===== src/hdl/cpu_config.svh =====
////////////////////////////////////////////////////////////
// Core sizing macros. IMEM depth must cover the 8-bit PC
// and DMEM depth must match the 6-bit immediate address
////////////////////////////////////////////////////////////
`ifndef CPU_CONFIG_SVH
`define CPU_CONFIG_SVH

// Width of a data word and of every register
`define CPU_DATA_W 8

// Architectural register count, indexed by a 3-bit field
`define CPU_NUM_REGS 8

// Instruction words reachable by the PC
`define CPU_IMEM_DEPTH 256

// Data words reachable by LD/ST immediates
`define CPU_DMEM_DEPTH 64

`endif


===== src/hdl/cpu_pkg.sv =====
////////////////////////////////////////////////////////////
// Shared types. Instruction is {op[15:12], rd, rs, imm6}
////////////////////////////////////////////////////////////
`include "cpu_config.svh"

package cpu_pkg;

    typedef logic [`CPU_DATA_W-1:0] word_t;
    typedef logic [7:0]             pc_t;
    typedef logic [15:0]            instr_t;
    typedef logic [2:0]             reg_idx_t;
    typedef logic [5:0]             imm_t;    // Zero-extended on use

    typedef enum logic [3:0] {
        OP_NOP  = 4'd0,
        OP_ADD  = 4'd1,
        OP_SUB  = 4'd2,
        OP_AND  = 4'd3,
        OP_OR   = 4'd4,
        OP_XOR  = 4'd5,
        OP_ADDI = 4'd6,
        OP_LDI  = 4'd7,
        OP_LD   = 4'd8,
        OP_ST   = 4'd9,
        OP_JMP  = 4'd10,
        OP_JZ   = 4'd11,
        OP_JNZ  = 4'd12,
        OP_HALT = 4'd15
    } opcode_e;

    typedef struct packed {
        logic     en;
        pc_t      addr;
        instr_t   data;
    } imem_wr_t;

    typedef struct packed {
        logic     valid;
        pc_t      pc;
        instr_t   instr;
    } if_id_t;

    typedef struct packed {
        logic     valid;
        opcode_e  op;
        reg_idx_t rd;
        reg_idx_t rs;
        word_t    rd_val;
        word_t    rs_val;
        imm_t     imm;
    } id_ex_t;

    // result doubles as store data for ST
    typedef struct packed {
        logic     valid;
        reg_idx_t rd;
        word_t    result;
        logic     is_load;
        logic     is_store;
        logic     wr_reg;
        logic     is_halt;
        imm_t     addr;
    } ex_mem_t;

    typedef struct packed {
        logic     valid;
        logic     wr_reg;
        reg_idx_t rd;
        word_t    data;
        logic     is_halt;
    } mem_wb_t;

    typedef struct packed {
        logic     valid;
        pc_t      target;
    } redirect_t;

    // Register 0 sits in the low byte
    typedef word_t [`CPU_NUM_REGS-1:0] reg_view_t;

endpackage


===== src/hdl/execute_stage.sv =====
////////////////////////////////////////////////////////////
// Execute. Branches resolve here, not-taken is assumed
////////////////////////////////////////////////////////////
`include "cpu_config.svh"

module execute_stage
    import cpu_pkg::*;
(
    input  logic      clk,
    input  logic      rst,
    input  id_ex_t    id_ex,
    input  mem_wb_t   wb,
    output ex_mem_t   ex_mem,
    output redirect_t redirect
);

    word_t rd_fwd;
    word_t rs_fwd;
    word_t imm_ext;
    word_t result;
    logic  mem_hit_rd;
    logic  mem_hit_rs;
    logic  wb_hit_rd;
    logic  wb_hit_rs;

    // Load data is not ready in MEM, load-use stall covers it
    assign mem_hit_rd = ex_mem.valid && ex_mem.wr_reg && !ex_mem.is_load &&
                        ex_mem.rd == id_ex.rd;
    assign mem_hit_rs = ex_mem.valid && ex_mem.wr_reg && !ex_mem.is_load &&
                        ex_mem.rd == id_ex.rs;
    assign wb_hit_rd  = wb.valid && wb.wr_reg && wb.rd == id_ex.rd;
    assign wb_hit_rs  = wb.valid && wb.wr_reg && wb.rd == id_ex.rs;

    // MEM first, then WB, then the decode-time value
    assign rd_fwd = mem_hit_rd ? ex_mem.result : wb_hit_rd ? wb.data : id_ex.rd_val;
    assign rs_fwd = mem_hit_rs ? ex_mem.result : wb_hit_rs ? wb.data : id_ex.rs_val;

    assign imm_ext = word_t'(id_ex.imm);

    always_comb begin
        case (id_ex.op)
            OP_ADD:  result = rd_fwd + rs_fwd;
            OP_SUB:  result = rd_fwd - rs_fwd;
            OP_AND:  result = rd_fwd & rs_fwd;
            OP_OR:   result = rd_fwd | rs_fwd;
            OP_XOR:  result = rd_fwd ^ rs_fwd;
            OP_ADDI: result = rd_fwd + imm_ext;
            OP_LDI:  result = imm_ext;
            OP_ST:   result = rd_fwd;          // Store data
            default: result = '0;
        endcase
    end

    assign redirect.valid  = id_ex.valid &&
                             (id_ex.op == OP_JMP ||
                              (id_ex.op == OP_JZ  && rd_fwd == '0) ||
                              (id_ex.op == OP_JNZ && rd_fwd != '0));
    assign redirect.target = pc_t'(id_ex.imm);

    always_ff @(posedge clk) begin
        if (rst) begin
            ex_mem.valid <= 1'b0;
        end else begin
            ex_mem.valid <= id_ex.valid;
        end
        ex_mem.rd       <= id_ex.rd;
        ex_mem.result   <= result;
        ex_mem.is_load  <= id_ex.op == OP_LD;
        ex_mem.is_store <= id_ex.op == OP_ST;
        ex_mem.wr_reg   <= id_ex.op inside {OP_ADD, OP_SUB, OP_AND, OP_OR, OP_XOR,
                                            OP_ADDI, OP_LDI, OP_LD};
        ex_mem.is_halt  <= id_ex.op == OP_HALT;
        ex_mem.addr     <= id_ex.imm;
    end

endmodule


===== config.mk =====
export PLATFORM = sky130hd
export DESIGN_NAME = execute_stage
export DESIGN_NICKNAME = d
export VERILOG_FILES = /design/src/hdl/cpu_pkg.sv /design/src/hdl/execute_stage.sv
export VERILOG_INCLUDE_DIRS = /design/src /design/src/hdl
export SDC_FILE = /design/constraint.sdc
export NUM_CORES = 1
export LEC_CHECK = 0
export BUFFER_PORTS_ARGS = -buffer_cell sky130_fd_sc_hd__buf_4
export CORE_UTILIZATION = 45
export DETAILED_ROUTE_END_ITERATION = 8
export GPL_ROUTABILITY_DRIVEN = 0
export PLACE_DENSITY_LB_ADDON = 0.08
export REMOVE_ABC_BUFFERS = 1
export SYNTH_ARGS = -nofsm -noshare
export SYNTH_HDL_FRONTEND = slang
export SYNTH_SLANG_ARGS = --single-unit

===== constraint.sdc =====
create_clock -name clk -period 5.3 [get_ports clk]
set_input_delay 0.265 -clock clk [delete_from_list [all_inputs] [get_ports clk]]
set_output_delay 0.265 -clock clk [all_outputs]
set_load 0.02 [all_outputs]

# After elaboration in Yosys (flattened, before gate mapping)
# Index checks and enable logic that the tools add are counted.
# word_totals
reg_bits	22
input_bits	49
# classes
muxes	5
addsub	3
eq_ne	17
reduce_logical	16
n_bitwise	3
# op_table
cell	n
8-bit one-hot mux with 8 select lines	1
8-bit 2-to-1 mux	4
4-bit == test, second input constant	6
4-bit by 3-bit == test with 1-bit output, second input constant	4
8-bit nonzero test	2
3-bit == test	4
1-bit logical AND	10
8-bit by 6-bit adder with 8-bit output	1
8-bit adder	1
8-bit bitwise AND	1
4-bit by 2-bit == test with 1-bit output, second input constant	2
8-bit zero test	1
8-bit OR	1
8-bit subtractor	1
8-bit XOR	1
4-bit by 1-bit == test with 1-bit output, second input constant	1
1-bit logical OR	2
1-bit zero test	1

# Logic depth before layout (Yosys ltp)
# Gate-level depths: netlist (run 1).
# depth
depth_word	9
ltp_mapped	17

# Least setup slack after synthesis (run 1)
# Ideal clock, no wire load.
# synth_path
path_type	input to register
start	input port wb[11] (netlist bit)
end	register ex_mem[17] (netlist bit)
path_buffers	0
setup_slack_ns	1.256
arrival_time_ns	3.921
path_stages	17
cell_sequence	xor2_1 > nor4_4 > mux2_4 > mux2i_2 > ha_1 > nor2b_1 > a211oi_1 > a21oi_1 > ha_1 > a21o_1 > a211oi_1 > o21ai_0 > o211ai_1 > xor2_2 > mux2i_1 > o311a_1 > nand3_1
# synth_between
elab_chain_cells	6
# synth_rtl
item	line_no	source
start, declared	execute_stage.sv:12	input mem_wb_t wb,
3-bit == test, on equally long branches	execute_stage.sv:31, execute_stage.sv:32	
1-bit logical AND, on equally long branches	execute_stage.sv:31, execute_stage.sv:32	
8-bit 2-to-1 mux, on equally long branches (2 in a row)	execute_stage.sv:35, execute_stage.sv:36	
8-bit by 6-bit adder with 8-bit output, or another cell as far along	execute_stage.sv:47	OP_ADDI: result = rd_fwd + imm_ext;
8-bit one-hot mux with 8 select lines (*)	execute_stage.sv:41	case (id_ex.op)
named net result[7]	execute_stage.sv:20	word_t result;
end, declared	execute_stage.sv:13	output ex_mem_t ex_mem,
# Mark *: on every way through the listed nets, which the timed path passes. The rest lies on a longest branch.
# A chain may end at the register's enable or synchronous reset.

# Worst setup path in the final report (run 1)
# layout_path
start	register ex_mem[19] (netlist bit)
end	register ex_mem[17] (netlist bit)
# layout_between
elab_chain_cells	5
# layout_rtl
item	line_no
3-bit == test, on equally long branches	execute_stage.sv:28, execute_stage.sv:30
1-bit logical AND, on equally long branches	execute_stage.sv:27, execute_stage.sv:29
8-bit 2-to-1 mux, on equally long branches	execute_stage.sv:35, execute_stage.sv:36
8-bit by 6-bit adder with 8-bit output, or another cell as far along	execute_stage.sv:47
8-bit one-hot mux with 8 select lines (*)	execute_stage.sv:41
named net result[7]	execute_stage.sv:20
# Marks and branches as above.

==> results of run 1 <==
==> worst max path at each step <==
stage	cells after the start	end	startpoint	slack [ns]
floorplan	16	ex_mem[17]	ex_mem[21]	1.09
global placement	19	ex_mem[17]	wb[11]	0.93
detailed placement	19	ex_mem[17]	wb[11]	0.87
CTS	17	ex_mem[17]	ex_mem[19]	1.05
global route	17	ex_mem[17]	ex_mem[19]	0.76
finish	17	ex_mem[17]	ex_mem[19]	1.10
==> through the flow <==
stage,instances,utilization,cell area (sq um),setup WS [ns],power (mW)
floorplan,268,-,2330,1.09,0.354
global placement,416,0.584,3000,0.929,0.450
detailed placement,416,0.584,3000,0.867,0.454
CTS,420,0.598,3080,1.05,0.615
global route,420,0.598,3080,0.756,0.650
finish,420,0.598,3080,1.10,0.611
==> power breakdown <==
part | internal, mW | switching [mW] | total (mW)
clock network | 0.101 | 0.0598 | 0.161
logic | 0.117 | 0.140 | 0.257
registers | 0.180 | 0.0139 | 0.193
total | 0.398 | 0.213 | 0.611
==> worst register-to-register path: stages (launching register included) <==
cell and delay [ns]:
dfxtp_1 0.34, xor2_1 0.19, nor4_4 0.48, buf_4 0.30, o21a_2 0.24, ha_1 0.25
nor2b_1 0.13, a211oi_1 0.17, a21oi_1 0.10, ha_1 0.28, a21o_1 0.18, a211oi_1 0.31
o21ai_0 0.16, o211ai_1 0.18, xor2_2 0.30, mux2i_1 0.22, o311a_1 0.17, nand3_1 0.07
==> synthesized netlist by cell type, types with 3 or more instances <==
cell,instances,share of area
a211oi_1,3,0.0093
mux2_4,5,0.031
o21ai_0,10,0.021
xor2_1,14,0.051
nand2b_1,3,0.0077
a21oi_1,10,0.021
nor2b_1,5,0.013
mux2i_4,3,0.028
buf_4,8,0.025
dfxtp_1,22,0.18
nand2_1,31,0.048
nor3_1,7,0.014
o21a_1,6,0.019
mux2i_1,18,0.074
nand3_1,5,0.010
nor4_4,4,0.035
clkbuf_1,5,0.0077
nor2_1,18,0.028
o22ai_1,4,0.010
inv_1,17,0.026
o21ai_1,7,0.014
xnor2_1,5,0.018
o221ai_1,3,0.011
ha_1,23,0.12
a21o_1,3,0.0093
a221oi_1,4,0.014
mux2_1,3,0.014
==> per-layer routing <==
layer | part of all wire | track usage | vias to the layer above
li1 | - | - | 1128
met1 | 0.46 | 0.301 | 1008
met2 | 0.45 | 0.370 | 95
met3 | 0.076 | 0.0304 | 9
met4 | 0.015 | 0.0720 | 0
met5 | 0 | 0 | -
==> final cells by class <==
cell class	instances	area [sq um]
inverters	19	71.3
well taps	70	87.6
repair buffers	78	586
clock buffers	3	41.3
fillers	491	2060
flip-flops and latches	22	440
multi-input cells	227	1820
clock inverters	1	30.0
==> cell families after synthesis <==
kind of cell | count (synthesis)
xor gates and xnor gates | 20
and+or+nand+nor | 88
AOI/OAI and AO/OA | 62
other | 1
buffers and inverters | 35
DFF | 22
adders and majority gates | 24
muxes | 31
==> impl_metrics.env, run 1 <==
export IMPL_worstMarginPinSlew_ns=0.831
export IMPL_core_area_sq_mm=0.00514
export IMPL_mostFrequentLayoutCell="buf_4"
export IMPL_cap_viol_max_count=0
export IMPL_path_max_fanout=13
export IMPL_avgViaCountPerCell=5.33
export IMPL_synth_area_sq_mm=0.00243
export IMPL_numCtsBuffers=3
export IMPL_syn_avg_cell_area_sq_um=8.58
export IMPL_synth_ff_type="dfxtp_1"
export IMPL_power_leakage_nw=1.38
export IMPL_critPathSlowestCell="nor4_4"
export IMPL_synth_edf_count=0
export IMPL_fin_hold_ws_ns=0.119
export IMPL_final_nets=424
export IMPL_maxSlewHeadroom=0.442
export IMPL_hold_path_depth=1
export IMPL_io_pins=80
export IMPL_worstHoldEndpoint="ex_mem[3]"
export IMPL_overflow=0
export IMPL_cts_sinks=22
export IMPL_clk_latency_ns=0.27
export IMPL_cts_buffer_depth=2
export IMPL_crit_path_start_kind="register"
export IMPL_muxShareOfSynthArea=0.157
export IMPL_drc_errors=0
export IMPL_required_ns=5.46
export IMPL_hold_buffers=0
export IMPL_cts_tree="done"
export IMPL_rr_worst_depth=17
export IMPL_ys_seq_elements=22
export IMPL_rsz0062_at_grt="no"
export IMPL_reg2reg_from="ex_mem[19]"
export IMPL_drive_gt1_frac=0.309
export IMPL_die_area_sq_mm=0.00569
export IMPL_maxSlewViolCount=0
export IMPL_drt_iter0_drc=93
export IMPL_largest_reg_flops=22
export IMPL_diodes=0
export IMPL_r2r_slack_ns=1.10
export IMPL_finalSetupViolCount=0
export IMPL_initial_core_util=0.472
export IMPL_synth_top_family_by_area="simple AND/OR/NAND/NOR gates"
export IMPL_largest_register="ex_mem"
export IMPL_finalCritPeriodShare=0.792
export IMPL_synth_fa_ha_area_frac=0.127
export IMPL_fmax_ghz=0.238
export IMPL_synth_distinct_cells=57
export IMPL_yosys_warnings=0
export IMPL_totalWireLength_um=6220
export IMPL_skew_ns=0.00150
export IMPL_powerDensity_mw_per_mm2=199
export IMPL_ctsResizeCount=0
export IMPL_post_cts_buffers=0
export IMPL_ys_seq_area_frac=0.181
export IMPL_portBuffers=76
export IMPL_placementRows=26
export IMPL_dp_hpwl_um=4980
export IMPL_synth_xor_area_frac=0.0753
export IMPL_setup_tns_ns=0
export IMPL_clk_pin_slew_worst_paths_ns=0.08
export IMPL_crit_buf_inv=1
export IMPL_grt_max_degree=21
export IMPL_hold_viol=0
export IMPL_grt_pass1_vias=1983
export IMPL_die_height_um=75.4
export IMPL_cts_max_level=1
export IMPL_drtPass1Iterations=4
export IMPL_min_delay_start="id_ex[3]"
export IMPL_crit_type="register to register"
export IMPL_critPathMaxStageDelay_ns=0.48
export IMPL_reg_top3="ex_mem (22)"
export IMPL_status="complete, no violations"
export IMPL_holdCritPathClass="input pin to register"
export IMPL_crit_arrival_ns=4.35
export IMPL_cts_root_buf="clkbuf_8"
export IMPL_grt_pass1_wl_um=9570
export IMPL_drtAntennaViolNets=0
export IMPL_path_cells="xor2_1, nor4_4, buf_4, o21a_2, ha_1, nor2b_1, a211oi_1, a21oi_1, ha_1, a21o_1, a211oi_1, o21ai_0, o211ai_1, xor2_2, mux2i_1, o311a_1, nand3_1"
export IMPL_antenna_found_initial=0
export IMPL_dieWidth_um=75.4
export IMPL_end_kind="register"
export IMPL_synthArstFlopShare=0
export IMPL_crit_family="compound AO/OA/AOI/OAI gates"
export IMPL_synth_compound_area_share=0.176
export IMPL_vias=2240
export IMPL_globalRouteTotalUtil=0.223
export IMPL_netlist_instances=283
export IMPL_area_growth_pct=26.7
export IMPL_r2r_end="ex_mem[17]"
export IMPL_irDropWorstVdd_mv=0.151
export IMPL_fin_crit_ns=4.20
export IMPL_final_cell_mix="78 x buf_4, 31 x nand2_1, 23 x ha_1"
export IMPL_routedWlPerCell_um=14.8
export IMPL_synth_simple_gate_area_frac=0.211
Power figures use the tool's default switching activity.
==> run 2, diff against run 1 <==
Settings changed: ABC_AREA set to 1.
Clock period 5.3 ns to 3.9 ns, I/O delays scaled along.
==> run 2 against run 1 <==
Against the previous run:
- clock skew grew 0.00070 ns
- die area shrank 0.11%
- cell count grew 21%
- largest cell class unchanged
- highest routed layer unchanged
==> impl_metrics.env, run 2 <==
export IMPL_crit_type="register to register"
export IMPL_routedWlPerCell_um=12.7
export IMPL_initial_core_util=0.472
export IMPL_largest_register="ex_mem"
export IMPL_synth_common_cells="84 x nand2_1, 52 x inv_1, 39 x nor2_1"
export IMPL_cts_root_buf="clkbuf_8"
export IMPL_placementRows=26
export IMPL_die_area_sq_mm=0.00569
export IMPL_mostFrequentLayoutCell="nand2_1"
export IMPL_drc_errors=0
export IMPL_synthArstFlopShare=0
export IMPL_drtAntennaViolNets=0
export IMPL_core_area_sq_mm=0.00514
export IMPL_p_sw_frac=0.382
export IMPL_end_kind="register"
export IMPL_skew_ns=0.00220
export IMPL_synth_top_area_share=0.182
export IMPL_power_leakage_nw=1.65
export IMPL_rsz0062_at_grt="no"
export IMPL_cts_buffer_depth=2
export IMPL_cts_max_level=1
export IMPL_cts_tree="done"
export IMPL_synth_distinct_cells=39
export IMPL_totalWireLength_um=6490
export IMPL_hold_buffers=0
export IMPL_multi_input_area_sq_mm=0.00170
export IMPL_nFillCells=514
export IMPL_dieWidth_um=75.4
export IMPL_crit_family="simple AND/OR/NAND/NOR gates"
export IMPL_ys_top_cells_by_area="dfxtp_1 18%, nand2_1 13%, ha_1 12%, inv_1 8.0%, nor2_1 6.0%"
export IMPL_r2r_slack_ns=0.54
export IMPL_antenna_found_initial=0
export IMPL_netlist_instances=368
export IMPL_crit_arrival_ns=3.50
export IMPL_layout_cells_non_filler=510
export IMPL_path_max_fanout=6
export IMPL_p_switching_mw=0.295
export IMPL_area_growth_pct=26.6
export IMPL_drt_iter0_drc=106
export IMPL_io_pins=80
export IMPL_maxSlewHeadroom=0.514
export IMPL_p_comb_frac=0.452
export IMPL_irDropWorstVdd_mv=0.113
export IMPL_maxSlewViolCount=0
export IMPL_diodes=0
export IMPL_ys_seq_elements=22
export IMPL_vias=2497
export IMPL_drtPass1Iterations=4
export IMPL_largest_reg_flops=22
export IMPL_reg_top3="ex_mem (22)"
export IMPL_synth_ff_type="dfxtp_1"
export IMPL_avgViaCountPerCell=4.90
export IMPL_synth_most_common_cell="nand2_1"
export IMPL_synth_largest_area_cell="dfxtp_1"
export IMPL_crit_path_start_kind="register"
export IMPL_required_ns=4.03
export IMPL_clk_latency_ns=0.27
export IMPL_clk_pin_slew_worst_paths_ns=0.08
export IMPL_finalSetupViolCount=0
export IMPL_holdCritPathClass="input pin to register"
export IMPL_syn_avg_cell_area_sq_um=6.59
export IMPL_globalRouteTotalUtil=0.232
export IMPL_grt_pass1_vias=2238
export IMPL_placed_cells=506
export IMPL_grt_max_degree=17
export IMPL_numCtsBuffers=3
export IMPL_overflow=0
export IMPL_powerDensity_mw_per_mm2=252
export IMPL_final_cell_mix="84 x nand2_1, 77 x buf_4, 52 x inv_1"
export IMPL_regArea_sq_um=440
export IMPL_final_setup_worst_slack_ns=0.537
export IMPL_crit_buf_inv=5
export IMPL_p_clk_frac=0.217
export IMPL_cap_viol_max_count=0
export IMPL_grt_pass1_wl_um=10000
export IMPL_die_height_um=75.4
export IMPL_worstMarginPinSlew_ns=0.726
export IMPL_fmax_ghz=0.297
export IMPL_drive_gt1_frac=0.266
export IMPL_post_cts_buffers=0
export IMPL_crit_top_cell="inv_1"
export IMPL_hold_viol=0
export IMPL_dp_hpwl_um=5390
export IMPL_ys_seq_area_frac=0.182
export IMPL_portBuffers=76
export IMPL_synth_area_sq_mm=0.00242
export IMPL_place_ws_ns=0.529
export IMPL_setup_tns_ns=0
export IMPL_status="complete, no violations"
export IMPL_p_seq_frac=0.332
export IMPL_path_cells="nand3b_1, nor2_1, nand2_1, inv_2, nand2_1, nand2_4, inv_1, ha_1, nor3_1, a21oi_1, o21ai_0, inv_1, fa_1, a21oi_1, o21bai_1, inv_1, nor2_1, nor2_1, inv_1, a21oi_1, xor2_1, o221ai_1"
export IMPL_ctsResizeCount=0
export IMPL_cts_sinks=22
export IMPL_critPathMaxStageDelay_ns=0.42
export IMPL_yosys_warnings=0
export IMPL_internal_power_mw=0.478
export IMPL_finalCritPeriodShare=0.862
export IMPL_synth_edf_count=0
export IMPL_final_nets=514
export IMPL_fin_crit_ns=3.36
export IMPL_critPathSlowestCell="fa_1"
[run 2: final timing paths]
check	startpoint	cells past startpoint	to
hold / removal	id_ex[0]	1	ex_mem[0]
setup reg to reg	ex_mem[9]	22	ex_mem[16]
hold reg to reg	ex_mem[15]	2	ex_mem[15]
setup / recovery	ex_mem[9]	22	ex_mem[16]
[run 2: routing by layer]
layer	vias up	global-route usage	wire length, um	part of all wire
met5	-	0	0	0
met4	0	0.0638	61	0.0094
met3	5	0.0198	464	0.072
met2	88	0.405	2950	0.45
met1	1076	0.306	3020	0.46
li1	1328	-	-	-
[run 2: cell type report]
type	instances	area share
flip-flops and latches	22	0.143
well taps	70	0.0285
inverters	57	0.0697
clock buffers	4	0.0179
multi-input cells	280	0.552
repair buffers	77	0.188
[run 2: logic make-up (layout without fill, tap and decap cells)]
group	after synthesis	in the layout	synth area share
AOI/OAI and AO/OA	53	53	0.136
other	1	2	0.00155
DFF	22	22	0.182
xor gates and xnor gates	13	13	0.0470
buffers and inverters	67	138	0.121
adders and majority gates	24	24	0.127
and+or+nand+nor	188	188	0.386
[run 2: worst register-to-register path: stages (launching register included)]
cell      delay, ns
dfxtp_1        0.31
nand3b_1       0.19
nor2_1         0.13
nand2_1        0.12
inv_2          0.13
nand2_1        0.09
nand2_4        0.13
inv_1          0.08
ha_1           0.27
nor3_1         0.18
a21oi_1        0.05
o21ai_0        0.09
inv_1          0.10
fa_1           0.42
a21oi_1        0.18
o21bai_1       0.09
inv_1          0.06
nor2_1         0.04
nor2_1         0.08
inv_1          0.04
a21oi_1        0.15
xor2_1         0.17
o221ai_1       0.12
[run 2: per-stage QoR]
step	util	hold WS, ns	area, sq um	total power [mW]
floorplan	-	0.223	2350	0.477
global placement	0.587	0.318	3020	0.603
detailed placement	0.587	0.320	3020	0.610
CTS	0.597	0.0409	3070	0.776
global route	0.597	0.0247	3070	0.836
finish	0.597	0.0404	3070	0.774
[run 2: power groups by stage]
stage / combinational (mW) / clock, mW / sequential, mW
after CTS: 0.349 / 0.170 / 0.257
after global placement: 0.341 / 0 / 0.261
after detailed placement: 0.347 / 0 / 0.262
final: 0.349 / 0.168 / 0.257
after global routing: 0.391 / 0.186 / 0.260
after floorplan: 0.193 / 0 / 0.285
